**src/source/stoch_defines.svh**
```systemverilog
`ifndef STOCH_DEFINES_SVH
`define STOCH_DEFINES_SVH

// Probability and counter word
`define VALUE_W     9
`define VALUE_MAX   511    // Upper saturation limit of every integrator

// Serial framing, 9 data bits then one dummy
`define FRAME_LEN   10

// Fibonacci LFSR
`define LFSR_W      31
`define LFSR_SEED   134995
`define LFSR_TAP_HI 30     // Feedback taps, x^31 + x^28 + 1
`define LFSR_TAP_LO 27

`endif

```
**src/source/stoch_pkg.sv**
```systemverilog
`include "stoch_defines.svh"

package stoch_pkg;

    // One probability or counter value
    typedef logic [`VALUE_W-1:0] value_t;

    // Position inside a serial frame, 0 to FRAME_LEN-1
    typedef logic [$clog2(`FRAME_LEN)-1:0] frame_pos_t;

    typedef logic [`LFSR_W-1:0] lfsr_state_t; // Full LFSR word

    // Random words cut from the LFSR, one per comparator
    typedef struct packed {
        value_t in_a;     // Input a generator
        value_t in_b;     // Input b generator
        value_t integ_a;  // Integrator a generator
        value_t integ_b;
        value_t integ_c;
    } rand_words_t;

    // Captured input probabilities
    typedef struct packed {
        value_t a;
        value_t b;
    } in_values_t;

    typedef struct packed {
        logic a;
        logic b;
    } in_bits_t;  // Serial input pins and input bitstreams

    // Counter values of the chain
    typedef struct packed {
        value_t a;  // ~ t
        value_t b;  // ~ t^2/2
        value_t c;  // ~ t^3/6
    } integ_values_t;

    // Integrator bitstreams, also the serial output pins
    typedef struct packed {
        logic a;
        logic b;
        logic c;
    } integ_bits_t;

endpackage

```
**src/source/frame_control.sv**
```systemverilog
`include "stoch_defines.svh"

module frame_control
    import stoch_pkg::*;
(
    input  logic       clk,
    input  logic       rst_n,
    output frame_pos_t frame_pos  // Decoded by both serial sides
);

    // Dummy bit slot, wrap point of the frame
    localparam frame_pos_t LAST_POS = frame_pos_t'(`FRAME_LEN - 1);

    // Free-running position counter, 0..9 then back to 0
    always_ff @(posedge clk or posedge rst_n) begin
        if (rst_n) begin
            frame_pos <= '0;                   // First edge after release is position 0
        end else if (frame_pos == LAST_POS) begin
            frame_pos <= '0;                   // Wrap after dummy slot
        end else begin
            frame_pos <= frame_pos + 1'b1;
        end
    end

endmodule

```
**src/source/serial_deserializer.sv**
```systemverilog
`include "stoch_defines.svh"

module serial_deserializer
    import stoch_pkg::*;
(
    input  logic       clk,
    input  logic       rst_n,
    input  frame_pos_t frame_pos,
    input  in_bits_t   ser_in,     // One bit per channel per clock
    output in_values_t in_values   // Values in effect for the chain
);

    localparam frame_pos_t LAST_POS = frame_pos_t'(`FRAME_LEN - 1);

    in_values_t shift_q;  // Per-channel right-shifting collectors

    // Data slots shift in at the MSB
    // Bit taken at position 0 reaches the LSB after nine shifts
    always_ff @(posedge clk) begin
        if (frame_pos != LAST_POS) begin
            shift_q.a <= {ser_in.a, shift_q.a[`VALUE_W-1:1]};
            shift_q.b <= {ser_in.b, shift_q.b[`VALUE_W-1:1]};
        end
    end

    // Capture on the dummy slot, dummy bit itself dropped
    always_ff @(posedge clk or posedge rst_n) begin
        if (rst_n) begin
            in_values <= '0;
        end else if (frame_pos == LAST_POS) begin
            in_values <= shift_q;  // Visible from next cycle
        end
    end

endmodule

```
**src/source/lfsr_source.sv**
```systemverilog
`include "stoch_defines.svh"

module lfsr_source
    import stoch_pkg::*;
(
    input  logic        clk,
    input  logic        rst_n,
    output rand_words_t rand_words  // Five 9-bit slices
);

    lfsr_state_t lfsr_q;
    logic        feedback;

    assign feedback = lfsr_q[`LFSR_TAP_HI] ^ lfsr_q[`LFSR_TAP_LO];

    // Shift toward the MSB, new bit enters at bit 0
    always_ff @(posedge clk or posedge rst_n) begin
        if (rst_n) begin
            lfsr_q <= lfsr_state_t'(`LFSR_SEED);  // Nonzero seed
        end else begin
            lfsr_q <= {lfsr_q[`LFSR_W-2:0], feedback};
        end
    end

    // Fixed slices of the one LFSR word
    // First-listed bits go to the MSB side
    assign rand_words.in_a    = lfsr_q[8:0];
    assign rand_words.in_b    = {lfsr_q[5:0], lfsr_q[18:16]};    // Overlaps in_a low bits
    assign rand_words.integ_a = lfsr_q[30:22];                   // Top of register
    assign rand_words.integ_b = {lfsr_q[15:13], lfsr_q[6:1]};
    assign rand_words.integ_c = {lfsr_q[24:19], lfsr_q[14:12]};

    // The slices share bits, so streams are only loosely decorrelated;
    // the chain relies on the differing bit orders rather than
    // disjoint fields

endmodule

```
**src/source/sat_updown_counter.sv**
```systemverilog
`include "stoch_defines.svh"

module sat_updown_counter
    import stoch_pkg::*;
(
    input  logic   clk,
    input  logic   rst_n,
    input  logic   inc,    // Stochastic up bit
    input  logic   dec,    // Stochastic down bit
    output value_t value
);

    localparam value_t MAX_VAL = value_t'(`VALUE_MAX);

    logic at_max;
    logic at_min;

    assign at_max = (value == MAX_VAL);
    assign at_min = (value == '0);

    // One step per clock, both or neither high means hold
    always_ff @(posedge clk or posedge rst_n) begin
        if (rst_n) begin
            value <= '0;
        end else if (inc && !dec) begin
            if (!at_max) begin
                value <= value + 1'b1;  // Stops at VALUE_MAX
            end
        end else if (dec && !inc) begin
            if (!at_min) begin
                value <= value - 1'b1;  // Stops at 0, no wrap
            end
        end
    end

endmodule

```
**src/source/integrator_chain.sv**
```systemverilog
module integrator_chain
    import stoch_pkg::*;
(
    input  logic          clk,
    input  logic          rst_n,
    input  in_values_t    in_values,
    input  rand_words_t   rand_words,
    output integ_values_t integ_values,
    output logic          sn_c          // Third integrator bitstream
);

    in_bits_t    sn_in;     // Input a and b streams
    integ_bits_t sn_integ;  // Streams of the three counters

    // Input stochastic number generators
    // A bit is 1 with probability value/512
    assign sn_in.a = (in_values.a > rand_words.in_a);
    assign sn_in.b = (in_values.b > rand_words.in_b);

    // First stage integrates input a, gives t
    sat_updown_counter integ_a_cnt (
        .clk   (clk),
        .rst_n (rst_n),
        .inc   (sn_in.a),
        .dec   (sn_in.b),
        .value (integ_values.a)
    );

    assign sn_integ.a = (integ_values.a > rand_words.integ_a);

    // Second stage integrates stage a stream, gives t^2/2
    sat_updown_counter integ_b_cnt (
        .clk   (clk),
        .rst_n (rst_n),
        .inc   (sn_integ.a),
        .dec   (sn_in.b),         // Shared b drain
        .value (integ_values.b)
    );

    assign sn_integ.b = (integ_values.b > rand_words.integ_b);

    // Third stage, gives t^3/6
    sat_updown_counter integ_c_cnt (
        .clk   (clk),
        .rst_n (rst_n),
        .inc   (sn_integ.b),
        .dec   (sn_in.b),
        .value (integ_values.c)
    );

    assign sn_integ.c = (integ_values.c > rand_words.integ_c);

    // All three counters step on the same edge from current values,
    // so a change at the input needs three clocks to reach stage c

    assign sn_c = sn_integ.c;  // Straight to the pin

endmodule

```
**src/source/serial_serializer.sv**
```systemverilog
`include "stoch_defines.svh"

module serial_serializer
    import stoch_pkg::*;
(
    input  logic          clk,
    input  logic          rst_n,
    input  frame_pos_t    frame_pos,
    input  integ_values_t integ_values,  // Live counter values
    output integ_bits_t   ser_out        // LSB first, then a 0
);

    localparam frame_pos_t LAST_POS = frame_pos_t'(`FRAME_LEN - 1);

    integ_values_t latch_q;  // Snapshot taken at frame start

    always_ff @(posedge clk or posedge rst_n) begin
        if (rst_n) begin
            latch_q <= '0;
            ser_out <= '0;
        end else if (frame_pos == '0) begin
            // Snapshot and bit 0 straight from the live values
            latch_q   <= integ_values;
            ser_out.a <= integ_values.a[0];
            ser_out.b <= integ_values.b[0];
            ser_out.c <= integ_values.c[0];
        end else if (frame_pos == LAST_POS) begin
            ser_out <= '0;                   // Dummy slot
        end else begin
            ser_out.a <= latch_q.a[frame_pos];  // Bits 1..8
            ser_out.b <= latch_q.b[frame_pos];
            ser_out.c <= latch_q.c[frame_pos];
        end
    end

endmodule

```
**src/source/stoch_integrator_top.sv**
```systemverilog
module stoch_integrator_top
    import stoch_pkg::*;
(
    input  logic        clk,
    input  logic        rst_n,
    input  in_bits_t    ser_in,   // Serial a and b frames
    output integ_bits_t ser_out,  // Serial counter frames
    output logic        sn_c      // Raw stage c bitstream
);

    frame_pos_t    frame_pos;     // Shared frame timing
    in_values_t    in_values;
    rand_words_t   rand_words;
    integ_values_t integ_values;

    frame_control u_frame_control (
        .clk       (clk),
        .rst_n     (rst_n),
        .frame_pos (frame_pos)
    );

    // Input side
    serial_deserializer u_serial_deserializer (
        .clk       (clk),
        .rst_n     (rst_n),
        .frame_pos (frame_pos),
        .ser_in    (ser_in),
        .in_values (in_values)
    );

    lfsr_source u_lfsr_source (
        .clk        (clk),
        .rst_n      (rst_n),
        .rand_words (rand_words)
    );

    // Three integrators in sequence
    integrator_chain u_integrator_chain (
        .clk          (clk),
        .rst_n        (rst_n),
        .in_values    (in_values),
        .rand_words   (rand_words),
        .integ_values (integ_values),
        .sn_c         (sn_c)
    );

    // Output side, same frame alignment as input
    serial_serializer u_serial_serializer (
        .clk          (clk),
        .rst_n        (rst_n),
        .frame_pos    (frame_pos),
        .integ_values (integ_values),
        .ser_out      (ser_out)
    );

endmodule

```
**config.mk**
```make
export PLATFORM = sky130hd
export DESIGN_NAME = stoch_integrator_top
export DESIGN_NICKNAME = d
export VERILOG_FILES = /design/src/source/stoch_pkg.sv /design/src/source/frame_control.sv /design/src/source/serial_deserializer.sv /design/src/source/lfsr_source.sv /design/src/source/sat_updown_counter.sv /design/src/source/integrator_chain.sv /design/src/source/serial_serializer.sv /design/src/source/stoch_integrator_top.sv
export VERILOG_INCLUDE_DIRS = /design/src /design/src/source
export SDC_FILE = /design/constraint.sdc
export NUM_CORES = 1
export LEC_CHECK = 0
export ABC_AREA = 1
export BUFFER_PORTS_ARGS = -buffer_cell sky130_fd_sc_hd__buf_2
export CORE_MARGIN = 2
export CORE_UTILIZATION = 65
export CTS_BUF_LIST = sky130_fd_sc_hd__clkbuf_8
export DETAILED_ROUTE_END_ITERATION = 12
export PLACE_DENSITY = 0.93
export REMOVE_ABC_BUFFERS = 1
export SYNTH_ARGS = -nofsm -noshare
export SYNTH_HDL_FRONTEND = slang
export SYNTH_SLANG_ARGS = --single-unit
export TNS_END_PERCENT = 1
```
**constraint.sdc**
```tcl
create_clock -name clk -period 4.64 [get_ports clk]
set_input_delay 0.928 -clock clk [delete_from_list [all_inputs] [get_ports clk]]
set_output_delay 0.928 -clock clk [all_outputs]
set_load 0.05 [all_outputs]
```
### Yosys cells after proc, flatten, opt, wreduce, memory -nomap -nowiden

Index checks and enable logic that the tools add are counted.

* bits in registers: 128
* output and inout bits: 4
* word-level logic and storage cells: 81

* add/subtract/negate cells: 7
* $lt $le $gt $ge: 6
* eq/ne operators: 11
* muxes and demuxes: 21
* bitwise operators: 1
* reductions and logical operators: 20

Operator list (count)
* $mux W9: 12
* $gt A9 B9 Y1: 5
* $add A9 B1 Y9 const B: 3
* $eq A9 B9 Y1 const B: 3
* $logic_not A9 Y1: 3
* $sub A9 B1 Y9 const B: 3
* $bmux W1 S4: 3
* $reduce_and A3 Y1: 3
* $logic_and A1 B1 Y1: 6
* $mux W3: 2
* $ne A2 B1 Y1 const B: 3
* $ne A2 B2 Y1 const B: 3
* $reduce_bool A2 Y1: 3
* $lt A4 B5 Y1 const B: 1
* $add A4 B1 Y4 const B: 1
* $eq A4 B4 Y1 const B: 1
* $logic_not A1 Y1: 4
* $logic_not A4 Y1: 1
* $mux W4: 1
* $ne A4 B4 Y1 const B: 1
* $mux W1: 3
* $xor A1 B1 Y1: 1

### Depth between registers and ports, before layout

* depth after elaboration: 5
* depth in mapped cells: 19

### By module

A second synthesis with hierarchy kept.

* cells, all modules: 1013
* area total of the unflattened synthesis: 7862.5 sq um

By module, submodules not included
* sat_updown_counter: instances 3, cells each 136, area each 859.6 sq um, seq. area each 225.2 sq um
* serial_serializer: instances 1, cells each 188, area each 1407.6 sq um, seq. area each 750.7 sq um
* integrator_chain: instances 1, cells each 216, area each 1275.0 sq um, seq. area each 0.0 sq um
* serial_deserializer: instances 1, cells each 98, area each 1273.7 sq um, seq. area each 991.0 sq um
* lfsr_source: instances 1, cells each 82, area each 1147.4 sq um, seq. area each 787.0 sq um
* frame_control: instances 1, cells each 21, area each 180.2 sq um, seq. area each 100.1 sq um

### Least setup slack after synthesis

No wires, ideal clock.

* kind: register to register
* from: reg u_lfsr_source.lfsr_q[1]
* to: reg u_integrator_chain.integ_b_cnt.value[7]
* data arrival time: 2638 ps
* required time: 4523 ps
* path slack: 1884 ps
* stages on the path, launching flop included: 16
* clock period less this slack: 2756 ps
* cells stage by stage: dfstp_2 > inv_1 > ha_1 > nand2_1 > nor2_1 > nand2_1 > o211ai_1 > nand2_1 > ha_1 > inv_1 > ha_1 > or2_2 > nand3_1 > nand3b_1 > nand3_1 > nand2_1

* cells in the longest elaborated chain, start to end: 5

RTL lines
* start: declaration: line lfsr_source.sv:11 `lfsr_state_t lfsr_q;`
* start signal: assignment: line lfsr_source.sv:19 `` lfsr_q <= lfsr_state_t'(`LFSR_SEED); ``
* start signal: assignment: line lfsr_source.sv:21 `` lfsr_q <= {lfsr_q[`LFSR_W-2:0], feedback}; ``
* $gt A9 B9 Y1 (*): line integrator_chain.sv:18 `assign sn_in.b = (in_values.b > rand_words.in_b);`
* $logic_not A1 Y1: line sat_updown_counter.sv:25 `end else if (inc && !dec) begin`
* $logic_and A1 B1 Y1: line sat_updown_counter.sv:25
* $ne A2 B1 Y1 (no source line), or another cell as far along
* $reduce_and A3 Y1 (no source line)
* end signal: assignment: line sat_updown_counter.sv:27 `value <= value + 1'b1;`
* end signal: assignment: line sat_updown_counter.sv:31 `value <= value - 1'b1;`
* end: declaration: line sat_updown_counter.sv:10 `output value_t value`

Mark *: on every way between the ends. The rest lies on a longest branch, timed or not.
A chain may end at the register's enable or synchronous reset.

### Final worst setup path

* from: reg u_lfsr_source.lfsr_q[1]
* to: reg u_integrator_chain.integ_c_cnt.value[3]

* cells in the longest elaborated chain, start to end: 5

RTL lines (line)
* $gt A9 B9 Y1 (on tied branches): integrator_chain.sv:18, integrator_chain.sv:40
* $logic_not A1 Y1 (on tied branches): sat_updown_counter.sv:25, sat_updown_counter.sv:29
* $logic_and A1 B1 Y1 (on tied branches): sat_updown_counter.sv:25, sat_updown_counter.sv:29
* $ne A2 B1 Y1 (no source line), or another cell as far along
* $reduce_and A3 Y1 (no source line)
* end signal: assignment: sat_updown_counter.sv:27
* end signal: assignment: sat_updown_counter.sv:31
* end: declaration: sat_updown_counter.sv:10

Several ways; a longest one is shown, not always the timed one.

==> reports/metrics.yaml <==
fin_setup_tns_ns: 0
min-delay-path-class: "reg2reg"
relSlewSlack: 0.302
ys_seq_area_frac: 0.466
reg2reg_depth: 15
die_w_um: 107
setup_viol: 0
tightest_slew_ns: 1.04
finalClockSkew_ns: 0.00891
syn_area_um2: 6940
start_util: 0.672
globalRouteOverflowTotal: 0
layout.nets: 928
drive_above_1_share: 0.0717
synthCells: 836
worst_slack_ns: 1.38
viasPerCell: 5.61
num_vias: 5616
synth_edf_count: 18
dp_hpwl_um: 10400
grt_pass1_vias: 5667
r2r-start: "u_lfsr_source.lfsr_q[1]"
yosysWarningCount: 0
insertion_delay_ns: 0.46
numCtsBuffers: 17
leakage_nw: 3.78
post_cts_buffers: 0
cts_hold_buf: 0
core_um2: 10300
io_buffers: 7
crit_type: "reg2reg"
synthFlopType: "dfrtp_1"
wirelength_um: 15200
crit_fanout: 7
drtAntennaViolNets: 0
crit_path_end_kind: "flip-flop"
area.growth.synth_to_final_pct: 8.70
cap_violations: 0
wl_per_cell_um: 15.1
ios: 8
max_freq_ghz: 0.306
cp_cell_sequence: "inv_1 > ha_1 > nand2_1 > nor2_1 > nand2_1 > o211ai_1 > nand2_1 > ha_1 > inv_1 > ha_1 > or2_2 > nand2_1 > xnor2_1 > nand2_1 > o21ai_0"
synth_most_common_cell: "nand2_1"
ys_types: 28
outcome: "complete, no violations"
grt_pass1_wl_um: 25800
cts_root_buf: "clkbuf_8"
critPathLaunchType: "flip-flop"
fillers: 749
ys_ff_latch: 125
reg2reg_to: "u_integrator_chain.integ_c_cnt.value[3]"
cts_tree: "built"
clk_pin_slew_worst_paths_ns: 0.08
crit_arrival_ns: 3.64
fin_crit_sh: 0.703
post_cts_resized: 0
numClockSinks: 125
drtPass1Iterations: 6
synth_top_area_frac: 0.354
drt_iter0_markers: 335
crit_path_max_incr_delay_ns: 0.56
n_antenna_cell: 0
antenna_found_initial: 0
finalMaxSlewViolations: 0
fin_crit_ns: 3.26
grtUsageTotal: 0.293
slowest_stage: "dfstp_2"
final_hold_viol_count: 0
synth_commonest_cells: "nand2_1 (285), inv_1 (103), dfrtp_1 (98)"
pre_cts_slack_ns: 1.45
grt_max_degree: 80
rsz0062_at_grt: "no"
gp_congestion: 0.908
r2r_setup_slack_ns: 1.38
drcViolationCount: 0
cts_max_path_buffers: 2
rows: 37
vdd_drop_max_v: 0.000345
synth_top_cell_by_area: "dfrtp_1"
holdPathEnd: "u_lfsr_source.lfsr_q[11]"
synthArstFlopShare: 0.856
die_h_um: 107
die_area_um2: 11500
synthTopCellsByArea: "dfrtp_1 (35%), nand2_1 (15%), ha_1 (12%)"
worst_path_most_repeated_cell: "nand2_1"
holdPathStages: 0
p_per_area_nw_per_um2: 675
hp-start: "u_lfsr_source.lfsr_q[10]"
cp_data_required_time_ns: 5.01
cts_max_level: 4
syn_avg_cell_area_um2: 8.30
-- worst max-delay path by stage --
stage / from / end / slack [ns] / depth (start not counted)
2_1_floorplan: rst_n / u_frame_control.frame_pos[0] / 0.91 / 1
3_3_place_gp: u_lfsr_source.lfsr_q[4] / u_integrator_chain.integ_b_cnt.value[7] / 1.58 / 15
3_5_place_dp: u_lfsr_source.lfsr_q[1] / u_integrator_chain.integ_b_cnt.value[5] / 1.45 / 15
4_1_cts: u_lfsr_source.lfsr_q[1] / u_integrator_chain.integ_c_cnt.value[3] / 1.41 / 15
5_1_grt: u_lfsr_source.lfsr_q[1] / u_integrator_chain.integ_c_cnt.value[3] / 1.17 / 15
6_report: u_lfsr_source.lfsr_q[1] / u_integrator_chain.integ_c_cnt.value[3] / 1.38 / 15
-- flip-flops by register name, summed over array words and instances, names as in the netlist --
| name | flops |
|---|---|
| u_serial_serializer.ser_out | 3 |
| u_serial_deserializer.in_values | 18 |
| u_integrator_chain.integ_b_cnt.value | 9 |
| u_integrator_chain.integ_c_cnt.value | 9 |
| u_lfsr_source.lfsr_q | 31 |
| u_integrator_chain.integ_a_cnt.value | 9 |
| u_serial_deserializer.shift_q | 18 |
| u_frame_control.frame_pos | 4 |
| u_serial_serializer.latch_q | 24 |
-- kinds of logic after synthesis --
logic type / Yosys count / share of synthesized area
simple gates: 433 / 0.261
buf+inv: 119 / 0.0686
compound gates: 75 / 0.0565
fa+ha+maj: 72 / 0.133
xor+xnor: 12 / 0.0152
flops: 125 / 0.466
-- per-stage QoR --
step / utilization / std cells / instance area (µm²) / hold slack (ns) / total power [mW]
2_1_floorplan: - / 824 / 6860 / 0.345 / 3.38
5_1_grt: 0.730 / 1001 / 7540 / 0.365 / 5.54
3_5_place_dp: 0.686 / 969 / 7080 / 0.353 / 3.94
3_3_place_gp: 0.686 / 969 / 7080 / 0.346 / 3.81
6_report: 0.730 / 1001 / 7540 / 0.364 / 5.09
4_1_cts: 0.730 / 1001 / 7540 / 0.364 / 5.07
-- area by class of cell --
class	count	area, µm²	area share
Multi-Input combinational cell	592	3230	0.429
Timing Repair Buffer	9	50.0	0.00664
Tap cell	136	170	0.0226
Clock inverter	15	220	0.0292
Inverter	107	404	0.0536
Sequential cell	125	3230	0.428
Clock buffer	17	234	0.0310
-- cell usage in the layout, fill, tap and decap left out, drive strengths merged, types with 17 or more instances in the layout --
cell type / Yosys / final
a21oi: 28 / 28
clkbuf: 0 / 17
dfrtp: 98 / 98
edfxtp: 18 / 18
ha: 69 / 69
inv: 107 / 110
nand2: 287 / 287
nand3: 44 / 44
nand3b: 19 / 19
nor2: 65 / 65
o21ai: 40 / 40
-- critical path: cells and delay by family, from the launching register on --
| kind | cells | cell delay, ns |
|---|---|---|
| flops | 1 | 0.56 |
| simple gates | 7 | 0.99 |
| buf+inv | 2 | 0.31 |
| fa+ha+maj | 3 | 0.92 |
| xor+xnor | 1 | 0.12 |
| compound gates | 2 | 0.28 |
-- layer usage --
metal  share of wire  vias up  wire length (µm)  GRT usage
met1            0.41     2665              6170      0.348
met3           0.061       50               920     0.0799
met4           0.034        0               518      0.146
met5               0        -                 0          0
li1                -     2709                 -          -
met2            0.50      192              7560      0.490
-- where the power goes --
part           internal (mW)  leakage (nW)  switching (mW)
Combinational          0.891          2.08            1.44
Clock                  0.638         0.221           0.452
Sequential              1.37          1.48           0.300
Note: power is estimated with default switching activity, not from simulation.
